===== src/include/renkon.svh =====
`ifndef RENKON_SVH
`define RENKON_SVH

// narrows a double-width product to the data format.
// the word keeps bits FRAC up to the top kept bit, sign extended from it.
// an exact negative product with a zero fraction drops by one lsb.
function automatic data_t round_prod(input prod_t prod);
  logic [DWIDTH-1:0] kept;
  kept = {prod[2*DWIDTH-FRAC-2], prod[2*DWIDTH-FRAC-2:FRAC]};
  if (prod[2*DWIDTH-FRAC-2] && prod[FRAC-1:0] == '0) begin
    kept = kept - 1'b1;
  end
  return data_t'(kept);
endfunction

`endif

===== src/rtl/renkon_num_pkg.sv =====
package renkon_num_pkg;

  // ********************
  // fixed point format
  // ********************
  localparam int DWIDTH = 16;
  localparam int FRAC   = DWIDTH / 2;  // q8.8.

  localparam int KSIZE = 5;
  localparam int KTAPS = KSIZE * KSIZE;

  typedef logic signed [DWIDTH-1:0]   data_t;
  typedef logic signed [2*DWIDTH-1:0] prod_t;

  // tap index is row * KSIZE + col, row 0 oldest.
  typedef data_t [KTAPS-1:0] window_t;

  `include "renkon.svh"

endpackage


===== src/rtl/renkon_ctrl_pkg.sv =====
package renkon_ctrl_pkg;
  import renkon_num_pkg::*;

  localparam int AWIDTH = 5;
  localparam logic [AWIDTH-1:0] BIAS_ADDR = AWIDTH'(KTAPS);  // taps sit below it.

  // ********************
  // layer control
  // ********************
  typedef enum logic [1:0] {
    S_IDLE,  // waiting for start.
    S_FILL,  // first rows, no full window yet.
    S_RUN,   // windows complete.
    S_DONE   // pipeline drain.
  } conv_state_e;

  // weight or bias write.
  typedef struct packed {
    logic              we;
    logic [AWIDTH-1:0] addr;
    data_t             data;
  } wr_t;

  // one output pixel.
  typedef struct packed {
    logic  valid;
    logic  last;
    data_t data;
  } fmap_t;

endpackage


===== src/rtl/weight_bank.sv =====
module weight_bank
  import renkon_num_pkg::*;
  import renkon_ctrl_pkg::*;
(
  input  logic    clk,
  input  logic    xrst,
  input  wr_t     wr,
  output window_t weights,
  output data_t   bias
);

  window_t r_weights;
  data_t   r_bias;

  // one word per strobe, the bias sits above the taps.
  always_ff @(posedge clk) begin
    if (!xrst) begin
      r_weights <= '0;
      r_bias    <= '0;
    end else if (wr.we) begin
      if (wr.addr == BIAS_ADDR) begin
        r_bias <= wr.data;
      end else begin
        r_weights[wr.addr] <= wr.data;
      end
    end
  end

  assign weights = r_weights;
  assign bias    = r_bias;

  // writes outside the tap and bias range would be lost.
  a_wr_addr: assert property (
    @(posedge clk) disable iff (!xrst)
    wr.we |-> wr.addr <= BIAS_ADDR
  );

endmodule


===== config.mk =====
export PLATFORM = sky130hd
export DESIGN_NAME = weight_bank
export DESIGN_NICKNAME = d
export VERILOG_FILES = /design/src/rtl/renkon_num_pkg.sv /design/src/rtl/renkon_ctrl_pkg.sv /design/src/rtl/weight_bank.sv
export VERILOG_INCLUDE_DIRS = /design/src /design/src/include
export SDC_FILE = /design/constraint.sdc
export NUM_CORES = 1
export LEC_CHECK = 0
export ABC_CLOCK_PERIOD_IN_PS = 1350
export BUFFER_PORTS_ARGS = -buffer_cell sky130_fd_sc_hd__buf_2
export CAP_MARGIN = 10
export CORE_ASPECT_RATIO = 1.5
export CORE_MARGIN = 3
export CORE_UTILIZATION = 46
export DETAILED_ROUTE_END_ITERATION = 10
export PLACE_DENSITY = 0.86
export SLEW_MARGIN = 20
export SYNTH_ARGS = -nofsm -noshare
export SYNTH_HDL_FRONTEND = slang
export SYNTH_SLANG_ARGS = --single-unit

===== constraint.sdc =====
create_clock -name clk -period 1.35 [get_ports clk]
set_clock_uncertainty 0.1 [all_clocks]
set_input_delay 0.135 -clock clk [delete_from_list [all_inputs] [get_ports clk]]
set_output_delay 0.135 -clock clk [all_outputs]
set_load 0.01 [all_outputs]

==> results of run 1 <==
==> sequential cells by signal (all words and copies together) (netlist names) <==
register,cells
weights,400
bias,16
==> per-stage QoR <==
step           TNS, ns  hold WS, ns  worst slack (ns)  util [%]
2_1_floorplan    -4.16        0.317           -0.0644         -
3_3_place_gp     -6.41        0.339           -0.0649      57.9
3_5_place_dp    -12.06        0.344            -0.137      57.9
4_1_cts              0      0.00941            0.0200      62.2
5_1_grt              0       0.0202           0.00620      62.2
6_report             0       0.0397            0.0490      62.2
==> logic make-up (layout without fill, tap and decap cells) <==
kind of cell           count (synthesis)  in the layout
buffers and inverters                116            610
DFF                                  416            416
muxes                                416            416
and+or+nand+nor                      471            471
==> metal layers <==
layer | GRT usage (%) | wire length, um
met5 | 0 | 0
met4 | 15.7 | 3140
met3 | 5.44 | 3410
met2 | 45.7 | 23600
met1 | 28.1 | 17400
==> final timing paths <==
| check | start | slack [ns] | end |
|---|---|---|---|
| worst max-delay path | bias[11]$_SDFFE_PN0P_ | 0.05 | bias[11] |
| worst min-delay path | wr[11] | 0.04 | weights[123]$_SDFFE_PN0P_ |
| worst max register to register | weights[65]$_SDFFE_PN0P_ | 0.07 | weights[65]$_SDFFE_PN0P_ |
| worst min register to register | weights[387]$_SDFFE_PN0P_ | 0.35 | weights[387]$_SDFFE_PN0P_ |
==> power breakdown <==
part / internal, mW / switching [mW] / total, mW
Sequential: 12.4 / 0.0502 / 12.4
Combinational: 0.479 / 0.842 / 1.32
Clock: 6.21 / 4.59 / 10.8
Total: 19.1 / 5.48 / 24.5
==> placed cells by master, fill, tap and decap left out <==
cell type,n
nand2_2,13
nor2_1,1
clkbuf_8,8
or3_1,2
dlygate4sd3_1,11
bufinv_16,1
mux2i_1,416
nand4b_1,3
and4bb_1,3
buf_12,54
nand2b_1,2
nand2_1,432
clkinv_4,1
nor2b_1,2
inv_8,1
buf_8,1
buf_2,438
dlymetal6s4s_1,1
clkbuf_16,41
nor2_2,7
nor3_4,1
buf_4,35
and3_2,1
nor4b_4,1
clkbuf_1,9
clkinv_2,9
dfxtp_2,1
dfxtp_1,415
nor2b_2,3
==> what timing repair did <==
action / in CTS / in global routing
hold buffers: 13 / 1
hold endpoints to repair: 38 / 2
endpoints found under the setup margin: 0 / 4
resized for setup: 0 / 2
buffers inserted: 0 / 0
==> area by class of cell <==
type	count	area, sq um	area share, %
Clock inverter	12	95.1	0.479
Timing Repair Buffer	540	3670	18.5
Sequential cell	416	8330	41.9
Multi-Input combinational cell	887	6090	30.6
Clock buffer	58	1170	5.89
Tap cell	410	513	2.58
==> run metrics, run 1 <==
Netlist cell types=20; share of Yosys cell area claimed by the top area cell type=between 50% and 60%; synthesized area per cell=around 11 sq um; Slew headroom=69.2%; proportion of layout cells with a drive suffix above 1=between 30 and 40%; Ys Warns=0; FMAX=a little under 0.8 GHz; row count=80; TritonCTS Sinks=between 400 and 500; required time of the critical path=between 1 and 1.5 ns; EDFF count, synth=0; mapped cell area=~15000 sq um; I/O pins=440; H-tree levels=2; final max-slew violation count=0; fillers=around 2400; #FFs+latches synth=approximately 420; Num CTS Buffers=38; Slowest cell on crit path=dfxtp_1; Tmin final=roughly 1.3 ns; Async SR Flop Fraction=0%; sequential area share after synthesis=between 50% and 60%; Most used DFF post-synth=dfxtp_1; Fin. Hold Viols=0; Critical Path End Type=output pin; HP Class=in -> reg; vias per inst=between 5 and 6; first-pass GRT wire length=~70000 um; WL/cell=roughly 20 um; Commonest cells post-synth=433 x nand2_1, 416 x dfxtp_1, 416 x mux2i_1; CORE AREA=between 30000 and 40000 sq um; Setup violations, final=0; CTS clock-pin slew for the worst setup and hold paths=approximately 0.070 ns; cell taking the most area after synthesis=dfxtp_1; RSZ-0062 raised after global routing=false; VDD IR-drop max=between 0.001 and 0.0015 V; simple-gate share of the synthesized area=between 10% and 20%; status=complete, no violations; Vias=~12000; CTS tree=yes; Syn Nets=roughly 1400; xor and xnor area share after synthesis=0%; Critical Path, Cell by Cell=buf_2; ant diodes=0; First-pass DRT Iterations=5; Max-cap violations=0; FF-to-FF path depth=3; die height=around 230 um; Antenna Violating Nets Remaining=0; CP delay by family, top=flip-flops; Crit. path cell count=1; Synth area leaders=dfxtp_1 56%, mux2i_1 28%, nand2_1 11%, clkbuf_1 1.9%, buf_2 0.53%; die area=roughly 35000 sq um; grt total ovfl=0; latest clock arrival within the worst-skew pair=between 0.5 and 0.6 ns; estimated wirelength of the detail-placed design=~32000 um; Pwr Density=1230 nW/um^2; initial antenna violation count=0; Hold Path Depth=4; number of port buffers=~440; Detailed Route WL=about 48000 um; compound-cell area share of the yosys netlist=0%; CP Class=reg -> out; Area Growth Syn to Fin=32.7%; Pleak=10.2 nW; Crit Path Max Fanout=2; Final Non-Filler Cells=between 2000 and 2500; DRT iter0 DRCs=slightly below 700; Die X-Extent=roughly 150 um; nets@finish=1907; Synth Area in Adders=0%; Syn Inst Count=between 1000 and 1500; GRT Util Overall=25.7%; CP Buf/Inv Count=1; placed cells=about 2200; Worst Tran Pin Value=0.461 ns; Initial Utilization=a little under half; pin count of the biggest net entering global routing=58; largest buffer count on any clock path=3; largest family of logic cells by synthesized area=multiplexers; DRC viols=0; post-synthesis mux area share=approximately 28%; gpl congestion=roughly 0.83; vias in the first global route=between 10000 and 15000; Total Power=about 25 mW; CTS root buf=clkbuf_16; Max stage delay on crit path=around 0.40 ns; worst path arrival time=around 1.1 ns; critical path launch point type=register; post-route cell area=approximately 20000 sq um; top-count cell post-synth=nand2_1; Area after DPL=approximately 18000 sq um; Final Cycle Share=a little over nine tenths
Power figures use the tool's default switching activity.
==> run 2: changes to the inputs <==
CORE_ASPECT_RATIO = unset   (was 1.5)
==> run metrics, run 2 (synthesis gave the netlist of run 1 again) <==
r2r startpoint=weights[391]$_SDFFE_PN0P_; nets@finish=1888 (-1.0%); estimated wirelength of the detail-placed design=31600 um (-1.7%); fillers=2426 (+0.17%); WL/cell=20.6 um (+0.93%); CTS clock-pin slew for the worst setup and hold paths=0.06 ns (about the same); Sum Neg Setup Slack=0 ns (unchanged); DRC viols=0 (unchanged); reg2reg setup slack=0.07 ns (about the same); worst path arrival time=1.63 ns (+0.56 ns); Initial Utilization=47.1% (+0.19 points); first-pass GRT wire length=73100 um (+3.4%); Slew headroom=53.6% (-16 points); CP Buf/Inv Count=1 (unchanged); reg-to-reg endpoint=weights[391]$_SDFFE_PN0P_; Die X-Extent=186 um (+22%); Antenna Violating Nets Remaining=0 (unchanged); Hold Path Sink=weights[189]$_SDFFE_PN0P_; number of port buffers=439 (unchanged); Crit Path Max Fanout=2 (unchanged); Slowest cell on crit path=dlygate4sd3_1; largest buffer count on any clock path=3 (unchanged); Final Core Density=62.1% (-0.13 points); status=complete, no violations; die area=34700 sq um (-0.13%); Fin. Hold Viols=0 (unchanged); CTS tree=yes; Critical Path End Type=register; required time of the critical path=1.69 ns (+0.57 ns); final max-slew violation count=0 (unchanged); CP delay by family, top=buffers and inverters; HP Class=in -> reg; Tmin final=1.28 ns (-0.0164 ns); GRT Util Overall=26.4% (+0.64 points); row count=65 (-19%); die height=186 um (-18%); Pleak=10.1 nW (-0.84%); DRT iter0 DRCs=620 (-11%); grt total ovfl=0 (unchanged); Max stage delay on crit path=0.56 ns (+0.16 ns); placed cells=2254 (+0.58%); I/O pins=440 (unchanged); VDD IR-drop max=0.000760 V (-35%); FMAX=0.778 GHz (+1.3%); Final Cycle Share=95.2% (-1.2 points); CORE AREA=31800 sq um (-0.41%); Final Non-Filler Cells=2327 (+0.17%); RSZ-0062 raised after global routing=false; critical path launch point type=register; most common cell after layout, fill and taps aside=buf_2; hold path start=wr[13]; Area Growth Syn to Fin=31.9%; pre-CTS setup slack=-0.314 ns (-0.177 ns); Pwr Density=1250 nW/um^2 (+1.6%); vias per inst=5.25 (about the same); Setup violations, final=0 (unchanged); max reg flops=400 (unchanged); Vias=12224 (+0.14%); Crit. path cell count=3 (+2); TritonCTS Sinks=416 (unchanged); initial antenna violation count=1 (+1); Num CTS Buffers=39 (+2.6%); First-pass DRT Iterations=5 (unchanged); Worst Tran Pin Value=0.694 ns (+0.233 ns); gpl congestion=0.796 (-3.6%); Worst Slack Setup Final=0.0654 ns (+0.0164 ns); latest clock arrival within the worst-skew pair=0.51 ns (about the same); Detailed Route WL=48000 um (+1.1%); Hold Path Depth=4 (unchanged); CTS root buf=clkbuf_16; Max-cap violations=0 (unchanged); CP Class=reg -> reg; FF-to-FF path depth=3 (unchanged); proportion of layout cells with a drive suffix above 1=31.8% (-0.42 points); Critical Path, Cell by Cell=nand2_1, dlygate4sd3_1, mux2i_1; most frequent cells in the layout=438 x buf_2, 432 x nand2_1, 416 x mux2i_1, 416 x dfxtp_1, 53 x buf_12; pin count of the biggest net entering global routing=66 (+14%); H-tree levels=2 (unchanged); vias in the first global route=12437 (-0.97%)
==> run 2: changes by cell type in the layout (fill, tap and decap cells not counted), sizes merged <==
| cell | delta |
|---|---|
| bufinv | +1 |
| inv | -1 |
| buf | -12 |
| diode | +1 |
| clkinvlp | +2 |
| clkinv | -6 |
| clkbuf | +2 |
| dlygate4sd3 | -8 |
==> run 2: power breakdown <==
| group | switching (mW) | internal (mW) |
|---|---|---|
| Sequential | 0.0505 | 12.4 |
| Clock | 4.61 | 6.49 |
| Combinational | 0.835 | 0.441 |
| Total | 5.49 | 19.3 |
==> run 2: area by class of cell <==
cell class | count | area [sq um] | area share [%]
multi-input cells | 887 | 6090 | 30.8
clock buffers | 60 | 1200 | 6.06
well taps | 435 | 544 | 2.76
repair buffers | 520 | 3490 | 17.7
diodes | 1 | 2.50 | 0.0127
flip-flops and latches | 416 | 8330 | 42.2
clock inverters | 8 | 95.1 | 0.482
==> run 2: worst max-delay path by stage <==
| stage | end | slack [ns] | start |
|---|---|---|---|
| floorplan | weights[341]$_SDFFE_PN0P_ | -0.06 | wr[17] |
| global placement | weights[106]$_SDFFE_PN0P_ | -0.25 | wr[17] |
| detailed placement | weights[296]$_SDFFE_PN0P_ | -0.31 | wr[17] |
| CTS | bias[1]$_SDFFE_PN0P_ | 0.04 | xrst |
| global route | weights[391]$_SDFFE_PN0P_ | 0.02 | weights[391]$_SDFFE_PN0P_ |
| finish | weights[391]$_SDFFE_PN0P_ | 0.07 | weights[391]$_SDFFE_PN0P_ |
==> run 2: through the flow <==
stage	area, sq um	power, mW	hold slack [ns]
4_1_cts	19700	24.9	0.00548
3_3_place_gp	18400	13.9	0.339
3_5_place_dp	18400	13.9	0.343
5_1_grt	19700	25.4	0.0289
2_1_floorplan	15000	13.3	0.317
6_report	19700	24.8	0.0261
==> run 2: timing repair <==
| action | in CTS | in global routing |
|---|---|---|
| buffers inserted | 0 | 0 |
| hold buffers | 4 | 0 |
| hold endpoints to repair | 17 | 0 |
| endpoints found under the setup margin | 0 | 5 |
| gates resized for setup | 0 | 1 |
==> run 2: worst min-delay path, cell delays in order <==
cell and delay (ns):
buf_2 0.07, nand2_1 0.07, buf_12 0.19, mux2i_1 0.13
==> run 2: layer usage <==
layer / GRT usage (%) / up-vias / part of all wire [%]
met1: 31.2 / 5945 / 38
met4: 10.4 / 0 / 4.0
li1: - / 5551 / -
met3: 6.63 / 125 / 8.8
met2: 46.1 / 603 / 49
met5: 0 / - / 0
