### config.mk
export PLATFORM = sky130hd
export DESIGN_NAME = conv_ctrl
export DESIGN_NICKNAME = d
export VERILOG_FILES = /design/src/rtl/renkon_num_pkg.sv /design/src/rtl/renkon_ctrl_pkg.sv /design/src/rtl/conv_ctrl.sv
export VERILOG_INCLUDE_DIRS = /design/src /design/src/include
export SDC_FILE = /design/constraint.sdc
export NUM_CORES = 1
export LEC_CHECK = 0
export BUFFER_PORTS_ARGS = -buffer_cell sky130_fd_sc_hd__buf_2
export CELL_PAD_IN_SITES_DETAIL_PLACEMENT = 2
export CELL_PAD_IN_SITES_GLOBAL_PLACEMENT = 2
export CORE_ASPECT_RATIO = 1.2
export CORE_MARGIN = 4
export CORE_UTILIZATION = 32
export DETAILED_ROUTE_END_ITERATION = 6
export PLACE_DENSITY_LB_ADDON = 0.1
export SLEW_MARGIN = 15
export SYNTH_ARGS = -nofsm -noshare
export SYNTH_HDL_FRONTEND = slang
export SYNTH_SLANG_ARGS = --single-unit
### constraint.sdc
create_clock -name clk -period 3 [get_ports clk]
set_clock_uncertainty 0.2 [all_clocks]
set_input_delay 0.45 -clock clk [delete_from_list [all_inputs] [get_ports clk]]
set_output_delay 0.45 -clock clk [all_outputs]
set_load 0.01 [all_outputs]
### src/include/renkon.svh
`ifndef RENKON_SVH
`define RENKON_SVH

// narrows a double-width product to the data format.
// the word keeps bits FRAC up to the top kept bit, sign extended from it.
// an exact negative product with a zero fraction drops by one lsb.
function automatic data_t round_prod(input prod_t prod);
  logic [DWIDTH-1:0] kept;
  kept = {prod[2*DWIDTH-FRAC-2], prod[2*DWIDTH-FRAC-2:FRAC]};
  if (prod[2*DWIDTH-FRAC-2] && prod[FRAC-1:0] == '0) begin
    kept = kept - 1'b1;
  end
  return data_t'(kept);
endfunction

`endif
### src/rtl/renkon_num_pkg.sv
package renkon_num_pkg;

  // ********************
  // fixed point format
  // ********************
  localparam int DWIDTH = 16;
  localparam int FRAC   = DWIDTH / 2;  // q8.8.

  localparam int KSIZE = 5;
  localparam int KTAPS = KSIZE * KSIZE;

  typedef logic signed [DWIDTH-1:0]   data_t;
  typedef logic signed [2*DWIDTH-1:0] prod_t;

  // tap index is row * KSIZE + col, row 0 oldest.
  typedef data_t [KTAPS-1:0] window_t;

  `include "renkon.svh"

endpackage

### src/rtl/renkon_ctrl_pkg.sv
package renkon_ctrl_pkg;
  import renkon_num_pkg::*;

  localparam int AWIDTH = 5;
  localparam logic [AWIDTH-1:0] BIAS_ADDR = AWIDTH'(KTAPS);  // taps sit below it.

  // ********************
  // layer control
  // ********************
  typedef enum logic [1:0] {
    S_IDLE,  // waiting for start.
    S_FILL,  // first rows, no full window yet.
    S_RUN,   // windows complete.
    S_DONE   // pipeline drain.
  } conv_state_e;

  // weight or bias write.
  typedef struct packed {
    logic              we;
    logic [AWIDTH-1:0] addr;
    data_t             data;
  } wr_t;

  // one output pixel.
  typedef struct packed {
    logic  valid;
    logic  last;
    data_t data;
  } fmap_t;

endpackage

### src/rtl/conv_ctrl.sv
module conv_ctrl
  import renkon_num_pkg::*;
  import renkon_ctrl_pkg::*;
#(
  parameter int IMG_WIDTH  = 8,
  parameter int IMG_HEIGHT = 8
) (
  input  logic  clk,
  input  logic  xrst,
  input  logic  start,
  input  logic  pix_valid,
  input  data_t tree_sum,
  input  data_t bias,
  input  logic  wr_we,
  output logic  busy,
  output fmap_t fmap
);

  localparam int CW  = $clog2(IMG_WIDTH);
  localparam int RW  = $clog2(IMG_HEIGHT);
  localparam int DLY = 6;  // window register plus tree.

  conv_state_e      state;
  logic [CW-1:0]    col;
  logic [RW-1:0]    row;
  logic             row_end;
  logic             last_pix;
  logic             win_ok;
  logic [DLY-1:0]   v_pipe;
  logic [DLY-1:0]   l_pipe;
  data_t            sum_b;
  data_t            relu;
  fmap_t            r_fmap;

  assign row_end  = pix_valid && col == CW'(IMG_WIDTH - 1);
  assign last_pix = row_end && row == RW'(IMG_HEIGHT - 1);
  assign win_ok   = pix_valid && row >= RW'(KSIZE - 1) && col >= CW'(KSIZE - 1);

  // ********************
  // counters and FSM
  // ********************
  always_ff @(posedge clk) begin
    if (!xrst || start) begin
      col <= '0;
      row <= '0;
    end else if (pix_valid) begin
      col <= row_end ? '0 : col + 1'b1;
      if (row_end) begin
        row <= last_pix ? '0 : row + 1'b1;
      end
    end
  end

  always_ff @(posedge clk) begin
    if (!xrst) begin
      state <= S_IDLE;
    end else begin
      case (state)
        S_IDLE: if (start) state <= S_FILL;
        S_FILL: if (row_end && row == RW'(KSIZE - 2)) state <= S_RUN;
        S_RUN:  if (last_pix) state <= S_DONE;
        S_DONE: if (r_fmap.last) state <= S_IDLE;  // busy drops next cycle.
        default: state <= S_IDLE;
      endcase
    end
  end

  assign busy = state != S_IDLE;

  // valid and last follow the pixel through the datapath.
  always_ff @(posedge clk) begin
    if (!xrst) begin
      v_pipe <= '0;
      l_pipe <= '0;
    end else begin
      v_pipe <= {v_pipe[DLY-2:0], win_ok};
      l_pipe <= {l_pipe[DLY-2:0], last_pix};
    end
  end

  // ********************
  // bias and relu
  // ********************
  assign sum_b = tree_sum + bias;
  assign relu  = sum_b[DWIDTH-1] ? '0 : sum_b;

  always_ff @(posedge clk) begin
    if (!xrst) begin
      r_fmap <= '0;
    end else begin
      r_fmap.valid <= v_pipe[DLY-1];
      r_fmap.last  <= l_pipe[DLY-1];
      if (v_pipe[DLY-1]) begin
        r_fmap.data <= relu;
      end
    end
  end

  assign fmap = r_fmap;

  a_no_pix_idle: assert property (
    @(posedge clk) disable iff (!xrst)
    state == S_IDLE |-> !pix_valid
  );

  a_no_wr_busy: assert property (
    @(posedge clk) disable iff (!xrst)
    busy |-> !wr_we
  );

endmodule

==> metrics.txt, run 1 <==
status=completed; largest net degree at the start of global routing=26; Worst Hold Class=register to register; Post-synth ARST share=0%; Most used DFF post-synth=dfxtp_1; flops & latches, synth=37; warning count from the yosys run=0; Slew Limit Fails=0; Final Non-Filler Cells=366; worst-path maximum fanout=3; pwr dens=492 nW/um^2; EDFF count, synth=0; drt via density=5.11; Fmax=391 MHz; NumNets Final=343; setup repair bufs after CTS=0; cts repair resizes=0; r2r startpoint=col[0]; Post-Syn Instances=225; Tightest Pin Transition=0.775 ns; clock power share=33.9%; Fin. Hold Viols=0; Slew headroom=48.3%; Net Sw Power=0.411 mW; CTS tree=yes; CTS Buffer Depth=2; sequential area share after synthesis=33.7%; Chip Height=98.7 um; Die X-Extent=83.6 um; share of power burned in registers=39.3%; Detail Placement HPWL=4670 um; n_diodes=0; fin crit share=85.4%; Setup Total Neg Slack=0 ns; first-pass GRT wire length=10000 um; DRC=0; num ports=56; layout cells sized above 1=29.9%; IR drop worst, VDD=0.000254 V; placed insts=358; crit path DAT=2.56 ns; initial DRC count=40; die area=8260 sq um; clk slew on worst S/H paths=0.08 ns; Pleak=1.18 nW; syn nets=288; endpoint class of the critical path=register; H-tree levels=2; R2R Setup Slk=1.01 ns; GR met3 Demand/Resource=3.76%; total power=1.31 mW; synthesized area=2200 sq um; antenna violations before repair=0; Worst Setup EP=fmap[14]; synthesized area per cell=9.76 sq um; CTS Sinks=37; total gr overflow=0; total CTS buffers=5; DRT antenna net count=0; critical path type=input pin to register; TritonRoute pass-1 iters=4; Syn-to-layout area delta=21.3%; cells on worst reg2reg path=7; RSZ-0062 raised after global routing=no; sw frac=31.4%; DRT Wirelength=5860 um; final setup fails=0; Hold Path Stages=1; max_cap viols=0; core box area=6570 sq um; met2 Track Usage GR=29.6%; Critical R2R Capture=state[0]; root buf cell=clkbuf_8; Initial Utilization=33.4%; Global Route Usage Sum=15.1%; most used routing layer=met2; startpoint class of the critical path=input pin; vias in the first global route=2124; Critical Path Source=tree_sum[0]; Row Count=32; Crit path required time=3.00 ns; Routed wire per std cell=16.0 um; Synth cell types=49; Comb power frac=26.8%; design internal power=0.900 mW; Tmin final=2.56 ns; placer congestion estimate=0.696; Vias=1871; met1 Usage GRT=15.5%; CTS Hold Bufs=0; Clk Latency, worst-skew pair=0.30 ns; Buffers on Ports=53
[final cells by class]
class	instances	area, sq um
clock buffer	5	68.8
clock inverter	3	43.8
fill	773	3900
inverter	9	33.8
multi-input combinational	172	1390
sequential	37	741
tap	85	106
timing repair buffer	55	280
[worst min path at each step]
stage | end | slack (ns) | startpoint
global placement | l_pipe[2] | 0.22 | l_pipe[1]
detailed placement | v_pipe[1] | 0.22 | v_pipe[0]
finish | v_pipe[4] | 0.23 | v_pipe[3]
floorplan | fmap[16] | 0.21 | l_pipe[5]
CTS | v_pipe[4] | 0.24 | v_pipe[3]
global route | fmap[16] | 0.26 | l_pipe[5]
[cells in the final DEF, fill, tap and decap left out, drive strengths merged, types with 3 or more instances in the layout]
| cell type | count |
|---|---|
| buf | 55 |
| dfxtp | 37 |
| ha | 25 |
| a21oi | 24 |
| and2 | 12 |
| nand3b | 10 |
| nand2 | 10 |
| inv | 9 |
| o31ai | 9 |
| xnor2 | 8 |
| nand3 | 8 |
| nor2 | 7 |
| nand2b | 7 |
| xor2 | 6 |
| a21o | 5 |
| nor3 | 5 |
| clkbuf | 5 |
| o21ai | 5 |
| a211oi | 4 |
| o21bai | 3 |
| o211ai | 3 |
[critical path, stage by stage]
cell and delay, ns:
buf_2 0.10, ha_1 0.23, fa_1 0.43, a21o_1 0.23, a221oi_2 0.39, o21ai_2 0.16
a211oi_2 0.22, xnor2_1 0.10, a32o_1 0.25
[per-layer routing]
metal / wire length [um] / share of wire [%]
met1: 2310 / 39
met2: 3230 / 55
met3: 231 / 3.9
met4: 89 / 1.5
met5: 0 / 0
[state kept, by name, indices dropped and copies added (netlist names)]
| name | count |
|---|---|
| fmap | 17 |
| col | 3 |
| row | 3 |
| l_pipe | 6 |
| state | 2 |
| v_pipe | 6 |
[stage by stage]
stage / hold WS, ns / setup WS (ns) / area (sq um) / utilization [%]
6_report: 0.234 / 0.439 / 2660 / 40.6
2_1_floorplan: 0.212 / 0.443 / 2200 / -
3_3_place_gp: 0.215 / 0.140 / 2550 / 38.9
5_1_grt: 0.257 / 0.333 / 2660 / 40.6
4_1_cts: 0.240 / 0.422 / 2660 / 40.6
3_5_place_dp: 0.222 / 0.0909 / 2550 / 38.9
[synthesized netlist by cell type, types with 2 or more instances]
library cell  instances  area [sq um]
dfxtp_1              37           741
and2_1               12          75.1
mux2i_1               2          20.0
nand2_1               9          33.8
a21oi_1              22           110
o21bai_1              3          22.5
xnor2_1               8          70.1
nand4_1               2          12.5
nand2b_1              7          43.8
inv_1                 8          30.0
nor2_1                7          26.3
a21o_1                5          37.5
a211oi_2              2          25.0
clkbuf_1              5          18.8
nor2b_1               2          12.5
ha_1                 25           313
o21ai_0               3          15.0
nand3b_1             10          75.1
o31ai_2               8           100
xor2_1                6          52.6
nor3_1                5          25.0
nand3_1               8          40.0
a211oi_1              2          15.0
a31oi_1               2          12.5
[cell families after synthesis]
family	count (synthesis)	synth area share [%]
compound gates	63	23.8
xor+xnor	14	5.58
fa+ha+maj	26	15.2
buf+inv	16	2.96
flops	37	33.7
mux	2	0.912
other cells	1	0.171
simple gates	66	17.7
[power groups by stage]
stage / clock network [mW] / registers, mW / logic [mW]
floorplan: 0 / 0.525 / 0.253
global placement: 0 / 0.528 / 0.344
detailed placement: 0 / 0.528 / 0.355
CTS: 0.465 / 0.517 / 0.358
global route: 0.493 / 0.518 / 0.398
finish: 0.445 / 0.516 / 0.351
No activity file was read; power rests on OpenSTA's default activity.
==> run 2, diff against run 1 <==
- CELL_PAD_IN_SITES_DETAIL_PLACEMENT: 2 -> 0
- CELL_PAD_IN_SITES_GLOBAL_PLACEMENT: 2 -> 1
- CORE_UTILIZATION: 32 -> 40
- GPL_TIMING_DRIVEN: default -> 0
==> metrics.txt, run 2 (synthesized netlist as in run 1, its figures left out) <==
status=completed; design internal power=0.983 mW; vias in the first global route=1720; placer congestion estimate=0.794; total CTS buffers=5; IR drop worst, VDD=0.000411 V; Crit path required time=2.99 ns; NumNets Final=347; fillers=537; Routed wire per std cell=13.3 um; Setup Total Neg Slack=0 ns; Net Sw Power=0.391 mW; endpoint class of the critical path=register; Syn-to-layout area delta=21.7%; cts repair resizes=0; Initial Utilization=41.5%; Critical R2R Capture=state[0]; startpoint class of the critical path=input pin; hold endpoint=v_pipe[4]; Row Count=29; CTS tree=yes; Hold Path Stages=1; Die X-Extent=75.6 um; WL met2=2100 um; Fmax=382 MHz; antenna violations before repair=0; Buffers on Ports=52; CTS Sinks=37; Global Route Usage Sum=15.0%; total gr overflow=0; Tightest Pin Transition=0.540 ns; hold_sp=v_pipe[3]; top sig layer=met4; first-pass GRT wire length=7850 um; Final Non-Filler Cells=347; crit path DAT=2.61 ns; DRC=0; cells on worst reg2reg path=7; TritonRoute pass-1 iters=4; pwr dens=515 nW/um^2; max reg flops=17; layout cells sized above 1=29.1%; drt via density=5.17; commonest non-fill, non-tap cell in the layout=buf_2; Chip Height=89.2 um; Clk Latency, worst-skew pair=0.29 ns; worst-path maximum fanout=3; placed insts=339; Fin. Hold Viols=0; r2r startpoint=col[0]; clock power share=38.1%; CTS Hold Bufs=0; initial DRC count=44; Slew Limit Fails=0; final setup fails=0; setup repair bufs after CTS=0; n_diodes=0; max_cap viols=0; Comb power frac=24.4%; Vias=1794; DRT antenna net count=0; fin crit share=87.3%; Finished Core Util=50.4%; H-tree levels=2; Tmin final=2.62 ns; most frequent cells in the layout=53 x buf_2, 37 x dfxtp_1, 25 x ha_1; wl on met1=2110 um; Slew headroom=64.0%; WL met3=299 um; clk slew on worst S/H paths=0.08 ns; largest net degree at the start of global routing=14; core box area=5300 sq um; critical path type=input pin to register; Detail Placement HPWL=3630 um; die area=6740 sq um; RSZ-0062 raised after global routing=no; Pleak=1.19 nW; DRT Wirelength=4600 um; final instance area=2670 sq um; sw frac=28.5%; num ports=56; share of power burned in registers=37.5%; root buf cell=clkbuf_8; CTS Buffer Depth=2; Worst Hold Class=register to register; R2R Setup Slk=1.08 ns; placed instance area=2530 sq um
-- run 2: cell types whose count changed in the layout (fill, tap and decap cells not counted) --
cell,delta
clkbuf_1,+5
clkinv_2,-1
bufinv_16,+1
buf_4,-1
-- run 2: how the worst max path moves through the flow --
stage / start / to / slack (ns) / cells past startpoint
2_1_floorplan: tree_sum[0] / fmap[14] / 0.44 / 8
3_3_place_gp: tree_sum[0] / fmap[14] / 0.07 / 9
3_5_place_dp: tree_sum[0] / fmap[14] / 0.07 / 9
4_1_cts: tree_sum[0] / fmap[14] / 0.37 / 9
5_1_grt: tree_sum[0] / fmap[14] / 0.25 / 9
6_report: tree_sum[0] / fmap[14] / 0.38 / 9
-- run 2: power by group through the flow --
| stage | logic (mW) | clock network [mW] | registers [mW] |
|---|---|---|---|
| 5_1_grt | 0.387 | 0.564 | 0.518 |
| 2_1_floorplan | 0.253 | 0 | 0.525 |
| 6_report | 0.336 | 0.523 | 0.516 |
| 3_3_place_gp | 0.337 | 0 | 0.528 |
| 4_1_cts | 0.342 | 0.535 | 0.516 |
| 3_5_place_dp | 0.339 | 0 | 0.527 |
-- run 2: metrics by stage --
step | power [mW] | setup slack, ns | hold slack (ns)
6_report | 1.37 | 0.381 | 0.235
5_1_grt | 1.47 | 0.250 | 0.251
4_1_cts | 1.39 | 0.373 | 0.242
3_5_place_dp | 0.866 | 0.0742 | 0.218
3_3_place_gp | 0.865 | 0.0711 | 0.218
2_1_floorplan | 0.778 | 0.443 | 0.212
-- run 2: layout make-up --
| type | instances | area (sq um) | share of cell area [%] |
|---|---|---|---|
| repair buffers | 52 | 260 | 9.74 |
| clock buffers | 5 | 68.8 | 2.58 |
| multi-input cells | 172 | 1390 | 52.0 |
| inverters | 9 | 33.8 | 1.26 |
| clock inverters | 3 | 68.8 | 2.58 |
| well taps | 62 | 77.6 | 2.90 |
| plain buffers | 7 | 31.3 | 1.17 |
| flip-flops and latches | 37 | 741 | 27.7 |
-- run 2: metal layers --
layer,global-route usage (%),vias to the layer above
met5,0,-
met2,24.0,40
met1,19.0,814
li1,-,929
met4,6.04,0
met3,4.27,11
-- run 2: worst max-delay path, stage by stage --
cell and delay (ns):
buf_2 0.10, ha_1 0.24, fa_1 0.42, a21o_1 0.23, a221oi_2 0.42, o21ai_2 0.16
a211oi_2 0.22, xnor2_1 0.11, a32o_1 0.26
