===== config.mk =====
export PLATFORM = sky130hd
export DESIGN_NAME = window_buffer
export DESIGN_NICKNAME = d
export VERILOG_FILES = /design/src/rtl/renkon_num_pkg.sv /design/src/rtl/window_buffer.sv
export VERILOG_INCLUDE_DIRS = /design/src /design/src/include
export SDC_FILE = /design/constraint.sdc
export NUM_CORES = 1
export LEC_CHECK = 0
export BUFFER_PORTS_ARGS = -buffer_cell sky130_fd_sc_hd__buf_2
export CORE_MARGIN = 10
export CORE_UTILIZATION = 48
export CTS_CLUSTER_DIAMETER = 60
export DETAILED_ROUTE_END_ITERATION = 8
export PLACE_DENSITY = 0.68
export SLEW_MARGIN = 20
export SYNTH_ARGS = -nofsm -noshare
export SYNTH_HDL_FRONTEND = slang
export SYNTH_SLANG_ARGS = --single-unit

===== constraint.sdc =====
create_clock -name clk -period 15.2 [get_ports clk]
set_input_delay 1.52 -clock clk [delete_from_list [all_inputs] [get_ports clk]]
set_output_delay 1.52 -clock clk [all_outputs]
set_load 0.005 [all_outputs]

===== src/include/renkon.svh =====
`ifndef RENKON_SVH
`define RENKON_SVH

// narrows a double-width product to the data format.
// the word keeps bits FRAC up to the top kept bit, sign extended from it.
// an exact negative product with a zero fraction drops by one lsb.
function automatic data_t round_prod(input prod_t prod);
  logic [DWIDTH-1:0] kept;
  kept = {prod[2*DWIDTH-FRAC-2], prod[2*DWIDTH-FRAC-2:FRAC]};
  if (prod[2*DWIDTH-FRAC-2] && prod[FRAC-1:0] == '0) begin
    kept = kept - 1'b1;
  end
  return data_t'(kept);
endfunction

`endif

===== src/rtl/renkon_num_pkg.sv =====
package renkon_num_pkg;

  // ********************
  // fixed point format
  // ********************
  localparam int DWIDTH = 16;
  localparam int FRAC   = DWIDTH / 2;  // q8.8.

  localparam int KSIZE = 5;
  localparam int KTAPS = KSIZE * KSIZE;

  typedef logic signed [DWIDTH-1:0]   data_t;
  typedef logic signed [2*DWIDTH-1:0] prod_t;

  // tap index is row * KSIZE + col, row 0 oldest.
  typedef data_t [KTAPS-1:0] window_t;

  `include "renkon.svh"

endpackage


===== src/rtl/window_buffer.sv =====
module window_buffer
  import renkon_num_pkg::*;
#(
  parameter int IMG_WIDTH = 8
) (
  input  logic    clk,
  input  logic    xrst,
  input  logic    pix_valid,
  input  data_t   pixel,
  output window_t window
);

  localparam int NLINE = KSIZE - 1;
  localparam int CW    = $clog2(IMG_WIDTH);

  data_t          line_mem [NLINE][IMG_WIDTH];  // line 0 is the oldest row.
  data_t          rd_col [NLINE];
  logic  [CW-1:0] col;
  window_t        r_window;

  // column pointer, wraps each row.
  always_ff @(posedge clk) begin
    if (!xrst) begin
      col <= '0;
    end else if (pix_valid) begin
      if (col == CW'(IMG_WIDTH - 1)) begin
        col <= '0;
      end else begin
        col <= col + 1'b1;
      end
    end
  end

  always_comb begin
    for (int k = 0; k < NLINE; k++) begin
      rd_col[k] = line_mem[k][col];
    end
  end

  // ********************
  // line buffers
  // ********************
  // each line moves up by one row at the current column.
  always_ff @(posedge clk) begin
    if (pix_valid) begin
      for (int k = 0; k < NLINE - 1; k++) begin
        line_mem[k][col] <= rd_col[k+1];
      end
      line_mem[NLINE-1][col] <= pixel;
    end
  end

  // ********************
  // 5x5 window
  // ********************
  always_ff @(posedge clk) begin
    if (pix_valid) begin
      for (int r = 0; r < KSIZE; r++) begin
        for (int c = 0; c < KSIZE - 1; c++) begin
          r_window[r*KSIZE+c] <= r_window[r*KSIZE+c+1];  // shift left.
        end
      end
      for (int r = 0; r < NLINE; r++) begin
        r_window[r*KSIZE+KSIZE-1] <= rd_col[r];
      end
      r_window[KTAPS-1] <= pixel;  // newest row, newest column.
    end
  end

  assign window = r_window;

endmodule


==> impl_metrics.env, run 1 <==
export IMPL_outcome="finished clean"
export IMPL_nNetsFinal=1687
export IMPL_place_congestion=0.7169
export IMPL_grt_pass1_vias=14530
export IMPL_synth_area_leaders="edfxtp_1, mux4_2, mux2_4"
export IMPL_utilization_pct=57.76
export IMPL_leakage_uw=0.01302
export IMPL_final_hold_violation_count=0
export IMPL_nFillCells=4783
export IMPL_hold_path_class="reg2reg"
export IMPL_ys_seq_area_share_pct=86.69
export IMPL_synth_top_area_share_pct=86.50
export IMPL_reg2reg_slack_ps=11430
export IMPL_synth_warnings=0
export IMPL_worstSetupPathType="in2reg"
export IMPL_synth_async_reset_ratio_pct=0
export IMPL_grt_ovfl_total=0
export IMPL_whs_ps=436.7
export IMPL_post_cts_setup_buffers=0
export IMPL_post_dp_hpwl_um=36990
export IMPL_syn_num_nets=1189
export IMPL_grt_max_degree=87
export IMPL_cts_tree="done"
export IMPL_endpoint_kind="register"
export IMPL_synthDistinctLibCells=21
export IMPL_finalWirelength_um=62300
export IMPL_clkPwrFrac_pct=40.7
export IMPL_synth_top_area_cell="edfxtp_1"
export IMPL_rows=94
export IMPL_synth_seq_cells=915
export IMPL_synthCells=1168
export IMPL_cellPowerDensity_nw_per_um2=146.9
export IMPL_cp_slowest_cell="nor2_4"
export IMPL_cp_start_kind="primary input"
export IMPL_multi_input_area_sq_um=4001
export IMPL_slew_headroom_pct=29.14
export IMPL_wl_per_cell_um=23.89
export IMPL_clk_pin_slew_ps=60
export IMPL_path_cells="buf_8 > nand2b_1 > nor2_4 > buf_4"
export IMPL_gr_usage_all_layers_pct=16.03
export IMPL_ctsRootBufferMaster="clkbuf_16"
export IMPL_ctsResizeCount=0
export IMPL_vias_per_cell=5.210
export IMPL_crit_family="simple AND/OR/NAND/NOR gates"
export IMPL_required_ps=15460
export IMPL_cts_sinks=915
export IMPL_grt_pass1_wl_um=93650
export IMPL_coreArea_sq_um=65630
export IMPL_cap_violations=0
export IMPL_syn_area_per_cell_sq_um=27.11
export IMPL_fin_tns_setup_ps=0
export IMPL_arrival_ps=4040
export IMPL_combPwrFrac_pct=5.5
export IMPL_seq_area_sq_um=27460
export IMPL_ctsHoldBuffers=0
export IMPL_tightest_slew_ps=1060
export IMPL_grt_antenna_before_repair=2
export IMPL_synth_edf_count=912
export IMPL_skew_ps=22.86
export IMPL_areaGrowthSynthToFinish_pct=19.73
export IMPL_drc=0
export IMPL_intPower_uw=4417
export IMPL_htreeDepth=3
export IMPL_port_buffers=418
export IMPL_rsz0062_at_grt="no"
export IMPL_numCtsBuffers=93
export IMPL_drt_pass1_iter_count=4
export IMPL_cp_depth=4
export IMPL_syn_area_sq_um=31660
export IMPL_drive_above_1_share_pct=44.72
export IMPL_start_util_pct=48.24
export IMPL_p_seq_share_pct=53.8
export IMPL_cts_buffer_depth=3
export IMPL_io_pins=419
export IMPL_die_w_um=276.8
export IMPL_max_stage_delay_ps=860
export IMPL_ant_nets=0
export IMPL_drt_iter0_drc=1128
export IMPL_vias=13590
export IMPL_clkLatencyLatePin_ps=640
export IMPL_ir_worst_vdd_mv=0.1035
export IMPL_r2r_cells=4
export IMPL_period_share_pct=24.89
export IMPL_path_buf_inv=2
export IMPL_p_sw_share_pct=20.65
export IMPL_placed_cell_area_sq_um=34830
export IMPL_slew_viol_final=0
export IMPL_ys_flop_type="edfxtp_1"
export IMPL_min_period_ps=3784
export IMPL_die_h_um=276.8
export IMPL_holdPathStages=0
export IMPL_diodes=0
export IMPL_setup_violations=0
export IMPL_power_switching_uw=1150
export IMPL_dieArea_sq_um=76630
export IMPL_post_route_cell_area_sq_um=37910
export IMPL_max_clock_freq_mhz=264.3
export IMPL_path_max_fanout=75
==> logic make-up after synthesis <==
kind of cell             Yosys count  share of synthesized area [%]
flip-flops                       915                          86.69
multiplexers                     193                          12.06
buffers and inverters             38                         0.8496
AND/OR/NAND/NOR                   18                         0.2885
AO/OA/AOI/OAI                      2                        0.03162
adder cells (fa/ha/maj)            2                        0.07902
==> per-stage QoR <==
stage	power, uW	setup WS, ps	cells
floorplan	3189	8667	1168
global route	5773	11060	2608
CTS	5640	10990	2608
global placement	3353	10730	2434
detailed placement	3368	10670	2435
finish	5567	11420	2608
==> final timing paths <==
path	to	from
worst max register to register	line_mem[1][67]$_DFFE_PP_	col[0]$_SDFFE_PN0P_
worst max-delay path	line_mem[0][84]$_DFFE_PP_	pix_valid
worst min-delay path	window[20]$_DFFE_PP_	window[36]$_DFFE_PP_
worst min register to register	window[20]$_DFFE_PP_	window[36]$_DFFE_PP_
==> sequential cells by signal (all words and copies together), names as in the netlist <==
register  cells
col           3
line_mem    512
window      400
==> layout by cell type, fill, tap and decap left out <==
master	instances
a21oi_1	2
buf_16	1
buf_2	417
buf_4	20
buf_6	1
buf_8	1
bufinv_16	12
clkbuf_1	11
clkbuf_16	94
clkinv_1	21
clkinv_2	20
clkinv_4	1
clkinv_8	1
clkinvlp_4	8
dfxtp_4	3
edfxtp_1	912
ha_1	2
inv_1	1
inv_16	1
inv_6	4
mux2_2	14
mux2_4	50
mux2i_1	1
mux4_1	5
mux4_2	123
nand2_1	2
nand2b_1	5
nand3b_1	1
nor2_1	1
nor2_4	6
nor3_2	2
or3b_2	1
==> worst register-to-register path: stages (launching register included) <==
cell and delay, ps:
dfxtp_4 860, buf_4 870, buf_6 710, mux4_1 700
mux2_4 350
==> layout make-up <==
cell class              instances  area share, %
flip-flops and latches        915          72.43
multi-input cells             215          10.56
clock buffers                 105          6.314
repair buffers                440          6.044
well taps                     864          2.852
clock inverters                68          1.792
inverters                       1       0.009902
==> cell usage after synthesis, types with 3 or more instances <==
master / instances
nand2b_1: 5
mux2_4: 50
dfxtp_1: 3
mux2_2: 14
buf_12: 6
mux4_2: 123
buf_2: 17
edfxtp_1: 912
mux4_1: 5
clkbuf_1: 12
nor2_1: 7
==> per-layer routing <==
layer / global-route usage, % / wire (um) / up-vias
li1: - / - / 5967
met2: 27.29 / 32080 / 442
met4: 4.794 / 1172 / 0
met5: 0 / 0 / -
met1: 20.28 / 25180 / 7096
met3: 3.730 / 3865 / 83
==> power by group through the flow <==
stage | registers [uW] | clock network, uW | logic, uW
after global placement | 3050 | 0 | 305
after detailed placement | 3050 | 0 | 313
final | 3000 | 2270 | 304
after global routing | 3010 | 2430 | 331
after floorplan | 3040 | 0 | 149
after CTS | 3000 | 2320 | 314
No activity file was read; power rests on OpenSTA's default activity.
==> run 2: changes to the inputs <==
Settings changed: PLACE_DENSITY 0.68 to 0.71.
Clock period 15.2 ns to 3.3 ns, I/O delays scaled along.
==> run 2 against run 1 <==
- cell count increased by 0.69%
- setup slack got worse by 11000 ps
- routed wire length increased by 3.6%
- flip-flop and latch count unchanged
- die area unchanged
- first-iteration DRC count decreased by 5.7%
- largest power group unchanged
==> impl_metrics.env, run 2 (synthesis results as in run 1) <==
export IMPL_outcome="finished clean"
export IMPL_max_stage_delay_ps=790
export IMPL_grt_pass1_wl_um=96520
export IMPL_cp_depth=2
export IMPL_cap_violations=0
export IMPL_utilization_pct=57.98
export IMPL_vias=13800
export IMPL_clkLatencyLatePin_ps=650
export IMPL_setup_ws_ps=914.8
export IMPL_port_buffers=418
export IMPL_cts_buffer_depth=3
export IMPL_finalWirelength_um=64520
export IMPL_clk_pin_slew_ps=60
export IMPL_endpoint_kind="register"
export IMPL_fin_tns_setup_ps=0
export IMPL_path_buf_inv=1
export IMPL_grt_ovfl_total=0
export IMPL_nNetsFinal=1710
export IMPL_ctsRootBufferMaster="clkbuf_16"
export IMPL_finalPower_uw=25150
export IMPL_path_max_fanout=40
export IMPL_path_cells="buf_4 > mux2_2"
export IMPL_cts_sinks=915
export IMPL_layout_common_cells="edfxtp_1, buf_2, mux4_2"
export IMPL_required_ps=3650
export IMPL_wl_per_cell_um=24.57
export IMPL_rsz0062_at_grt="no"
export IMPL_worstSetupPathType="reg2reg"
export IMPL_cellPowerDensity_nw_per_um2=661.0
export IMPL_dp_slack_ps=939.2
export IMPL_gr_usage_all_layers_pct=16.57
export IMPL_rows=94
export IMPL_start_util_pct=48.24
export IMPL_period_share_pct=72.28
export IMPL_htreeDepth=3
export IMPL_place_congestion=0.7169
export IMPL_ctsResizeCount=0
export IMPL_crit_family="buffers and inverters"
export IMPL_r2r_cells=2
export IMPL_arrival_ps=2740
export IMPL_numCtsBuffers=93
export IMPL_cp_start_kind="register"
export IMPL_areaGrowthSynthToFinish_pct=20.18
export IMPL_final_hold_violation_count=0
export IMPL_drc=0
export IMPL_mostFrequentLayoutCell="edfxtp_1"
export IMPL_top_register="line_mem"
export IMPL_tightest_slew_ps=918.9
export IMPL_drt_iter0_drc=1064
export IMPL_die_h_um=276.8
export IMPL_post_dp_hpwl_um=39050
export IMPL_grt_max_degree=156
export IMPL_grt_pass1_vias=14840
export IMPL_grt_antenna_before_repair=1
export IMPL_largest_reg_flops=512
export IMPL_io_pins=419
export IMPL_dieArea_sq_um=76630
export IMPL_leakage_uw=0.01307
export IMPL_cp_slowest_cell="buf_4"
export IMPL_drt_pass1_iter_count=5
export IMPL_post_cts_setup_buffers=0
export IMPL_min_period_ps=2385
export IMPL_max_clock_freq_mhz=419.3
export IMPL_slew_viol_final=0
export IMPL_setup_violations=0
export IMPL_ant_nets=0
export IMPL_cts_tree="done"
export IMPL_die_w_um=276.8
export IMPL_post_route_cell_area_sq_um=38050
export IMPL_placed_cell_area_sq_um=35020
export IMPL_slew_headroom_pct=38.74
export IMPL_drive_above_1_share_pct=44.07
export IMPL_coreArea_sq_um=65630
export IMPL_vias_per_cell=5.253
export IMPL_skew_ps=47.96
export IMPL_holdPathStages=1
export IMPL_ir_worst_vdd_mv=0.3817
export IMPL_hold_path_class="in2reg"
==> run 2: final cells by class <==
type / instances / area, sq um
multi-input combinational: 215 / 4014
tap: 864 / 1081
clock buffer: 113 / 2445
sequential: 915 / 27460
inverter: 1 / 3.754
antenna: 1 / 2.502
timing repair buffer: 463 / 2600
clock inverter: 54 / 447.9
fill: 4724 / 27580
==> run 2: power by group <==
part,internal [uW],switching (uW)
Combinational,648,800
Clock,5680,4220
Sequential,13600,255
==> run 2: metal layers <==
metal	vias to the layer above	track usage (%)	wire [um]
li1	6010	-	-
met1	7196	20.69	25190
met2	500	27.99	33050
met3	89	4.511	5054
met4	0	5.003	1222
met5	-	0	0
==> run 2: metrics by stage <==
step | hold WS, ps | std cells
after detailed placement | 426.3 | 2444
after CTS | 3.859 | 2625
after global routing | 20.43 | 2626
final | 46.40 | 2626
after global placement | 422.7 | 2444
after floorplan | 428.9 | 1168
==> run 2: final timing paths <==
| path | slack, ps | to | from |
|---|---|---|---|
| worst max-delay path | 910 | line_mem[0][47]$_DFFE_PP_ | col[2]$_SDFFE_PN0P_ |
| worst min-delay path | 50 | window[52]$_DFFE_PP_ | pix_valid |
| worst max register to register | 910 | line_mem[0][47]$_DFFE_PP_ | col[2]$_SDFFE_PN0P_ |
| worst min register to register | 420 | window[172]$_DFFE_PP_ | window[188]$_DFFE_PP_ |
==> run 2: timing repair <==
action / CTS / global route
hold buffers: 14 / 0
endpoints found under the setup margin: 0 / 0
hold endpoints to repair: 112 / 0
==> run 3: changes to the inputs <==
Settings changed: ABC_AREA from default to 1, PLACE_DENSITY 0.71 to 0.68.
Clock period 3.3 ns to 2.2 ns, I/O delays scaled along.
==> run 3 against run 2 <==
- total power increased by 58%
- count of clock-buffer cells in the layout increased by 13
- area after synthesis increased by 8.9%
- critical path depth increased by 5
- combinational power increased by 110%
- largest power group unchanged
- critical endpoint is now window[145]$_DFFE_PP_
- largest cell class unchanged
- highest routed layer unchanged
- sequential share of layout area decreased by 5.9 points
- worst hold slack improved by 370 ps
- routed wire length increased by 19%
- setup slack got worse by 790 ps
==> impl_metrics.env, run 3 <==
export IMPL_cts_buffer_depth=3
export IMPL_ir_worst_vdd_mv=0.5817
export IMPL_finalWirelength_um=76820
export IMPL_diodes=0
export IMPL_clk_pin_slew_ps=60
export IMPL_drt_iter0_drc=1623
export IMPL_skew_ps=28.89
export IMPL_multi_input_area_sq_um=4197
export IMPL_clkLatencyLatePin_ps=660
export IMPL_cap_violations=0
export IMPL_max_clock_freq_mhz=481.7
export IMPL_setup_violations=0
export IMPL_cts_tree="done"
export IMPL_place_congestion=0.7903
export IMPL_synthCells=2632
export IMPL_start_util_pct=48.30
export IMPL_mostFrequentLayoutCell="edfxtp_1"
export IMPL_drive_above_1_share_pct=19.87
export IMPL_die_h_um=288.0
export IMPL_post_dp_hpwl_um=46920
export IMPL_vias_per_cell=4.800
export IMPL_ys_flop_type="edfxtp_1"
export IMPL_final_hold_violation_count=0
export IMPL_cts_sinks=915
export IMPL_drc=0
export IMPL_nFillCells=5550
export IMPL_port_buffers=418
export IMPL_endpoint_kind="register"
export IMPL_synth_area_leaders="edfxtp_1, nand2_1, inv_1"
export IMPL_grt_pass1_vias=20020
export IMPL_post_route_cell_area_sq_um=41430
export IMPL_syn_num_nets=2653
export IMPL_tightest_slew_ps=556.6
export IMPL_synth_edf_count=912
export IMPL_synth_common_cells="edfxtp_1, nand2_1, inv_1"
export IMPL_layout_common_cells="edfxtp_1, nand2_1, inv_1"
export IMPL_worstSetupPathType="reg2reg"
export IMPL_period_share_pct=94.36
export IMPL_synth_seq_cells=915
export IMPL_io_pins=419
export IMPL_fin_tns_setup_ps=0
export IMPL_numCtsBuffers=97
export IMPL_slew_viol_final=0
export IMPL_ctsHoldBuffers=18
export IMPL_worstHoldStart="pixel[5]"
export IMPL_grt_ovfl_total=0
export IMPL_top_register="line_mem"
export IMPL_gr_usage_all_layers_pct=18.24
export IMPL_rows=98
export IMPL_required_ps=2480
export IMPL_coreArea_sq_um=71360
export IMPL_syn_area_sq_um=34470
export IMPL_areaGrowthSynthToFinish_pct=20.18
export IMPL_wl_per_cell_um=18.42
export IMPL_path_max_fanout=58
export IMPL_dieArea_sq_um=82940
export IMPL_grt_pass1_wl_um=117000
export IMPL_arrival_ps=2360
export IMPL_cellPowerDensity_nw_per_um2=958.0
export IMPL_syn_area_per_cell_sq_um=13.10
export IMPL_placed_cell_area_sq_um=38170
export IMPL_synth_warnings=0
export IMPL_synth_top_area_cell="edfxtp_1"
export IMPL_htreeDepth=3
export IMPL_leakage_uw=0.01782
export IMPL_seq_area_sq_um=27450
export IMPL_ant_nets=0
export IMPL_synth_async_reset_ratio_pct=0
export IMPL_grt_max_degree=92
export IMPL_post_cts_setup_buffers=0
export IMPL_ctsRootBufferMaster="clkbuf_16"
export IMPL_min_period_ps=2076
export IMPL_ys_seq_area_share_pct=79.62
export IMPL_yosysMostFrequentCell="edfxtp_1"
export IMPL_nNetsFinal=3160
export IMPL_largest_reg_flops=512
export IMPL_cp_start_kind="register"
export IMPL_hold_path_class="in2reg"
export IMPL_timing_rr_start="col[0]$_SDFFE_PN0P_"
export IMPL_outcome="finished clean"
export IMPL_synth_top_area_share_pct=79.45
export IMPL_die_w_um=288.0
export IMPL_vias=20020
export IMPL_ctsResizeCount=0
export IMPL_drt_pass1_iter_count=6
export IMPL_slew_headroom_pct=62.81
export IMPL_grt_antenna_before_repair=0
export IMPL_startpoint="col[0]$_SDFFE_PN0P_"
export IMPL_rsz0062_at_grt="no"
export IMPL_synthDistinctLibCells=16
## run 3: cell count changes in the layout (fill, tap and decap cells not counted), moves of 6 or more
cell,previous run,this run
nand2_1,2,708
mux2_4,50,0
inv_1,1,644
mux2_2,14,0
nand3_1,0,247
buf_4,21,27
nand3_2,0,10
mux4_2,123,0
buf_12,10,29
clkbuf_1,18,24
## run 3: kinds of logic (layout without fill, tap and decap cells)
| kind of cell | count (synthesis) | after routing | share of synthesized area [%] |
|---|---|---|---|
| compound gates | 4 | 4 | 0.06533 |
| fa+ha+maj | 2 | 2 | 0.07258 |
| buf+inv | 733 | 1322 | 8.515 |
| flops | 915 | 915 | 79.62 |
| simple gates | 978 | 978 | 11.73 |
## run 3: where the power goes
part           switching, uW  internal, uW  total [uW]
Clock                   6580          9080       15700
Sequential               398         20600       21000
Combinational           2100           903        3010
## run 3: final cells by class
cell class	instances	area share [%]
inverter	649	5.901
multi-input combinational	984	10.13
sequential	915	66.26
timing repair buffer	492	7.399
tap	950	2.869
clock inverter	55	1.172
clock buffer	126	6.270
## run 3: metrics by stage
stage          worst slack (ps)  power [uW]  hold WS (ps)  cells  util, %
3_3_place_gp              191.0       24280         423.3   3972    53.48
5_1_grt                   6.333       41200         422.0   4171    58.05
6_report                  124.1       39690         418.1   4171    58.05
2_1_floorplan           0.03209       22670         318.9   2632        -
3_5_place_dp              153.9       24410         425.6   3972    53.48
4_1_cts                   140.3       40130         397.0   4171    58.05
## run 3: worst paths after layout
path / slack [ps] / to / cells after the start
worst max-delay path: 120 / window[145]$_DFFE_PP_ / 7
worst min-delay path: 420 / window[389]$_DFFE_PP_ / 2
worst max register to register: 120 / window[145]$_DFFE_PP_ / 7
worst min register to register: 420 / window[164]$_DFFE_PP_ / 0
## run 3: per-layer routing
| metal | vias up | wire (um) | GRT usage (%) |
|---|---|---|---|
| met4 | 0 | 1711 | 5.717 |
| met3 | 139 | 5510 | 3.580 |
| met5 | - | 0 | 0 |
| met2 | 687 | 38630 | 31.37 |
| li1 | 9497 | - | - |
| met1 | 9698 | 30960 | 23.06 |
## run 3: critical path: stages, from the launching register on
cell and delay [ps]:
dfxtp_4 400, inv_8 320, buf_4 400, nand2_1 110, nand3_1 100, nand2_1 50, inv_1 50, nand2_1 260
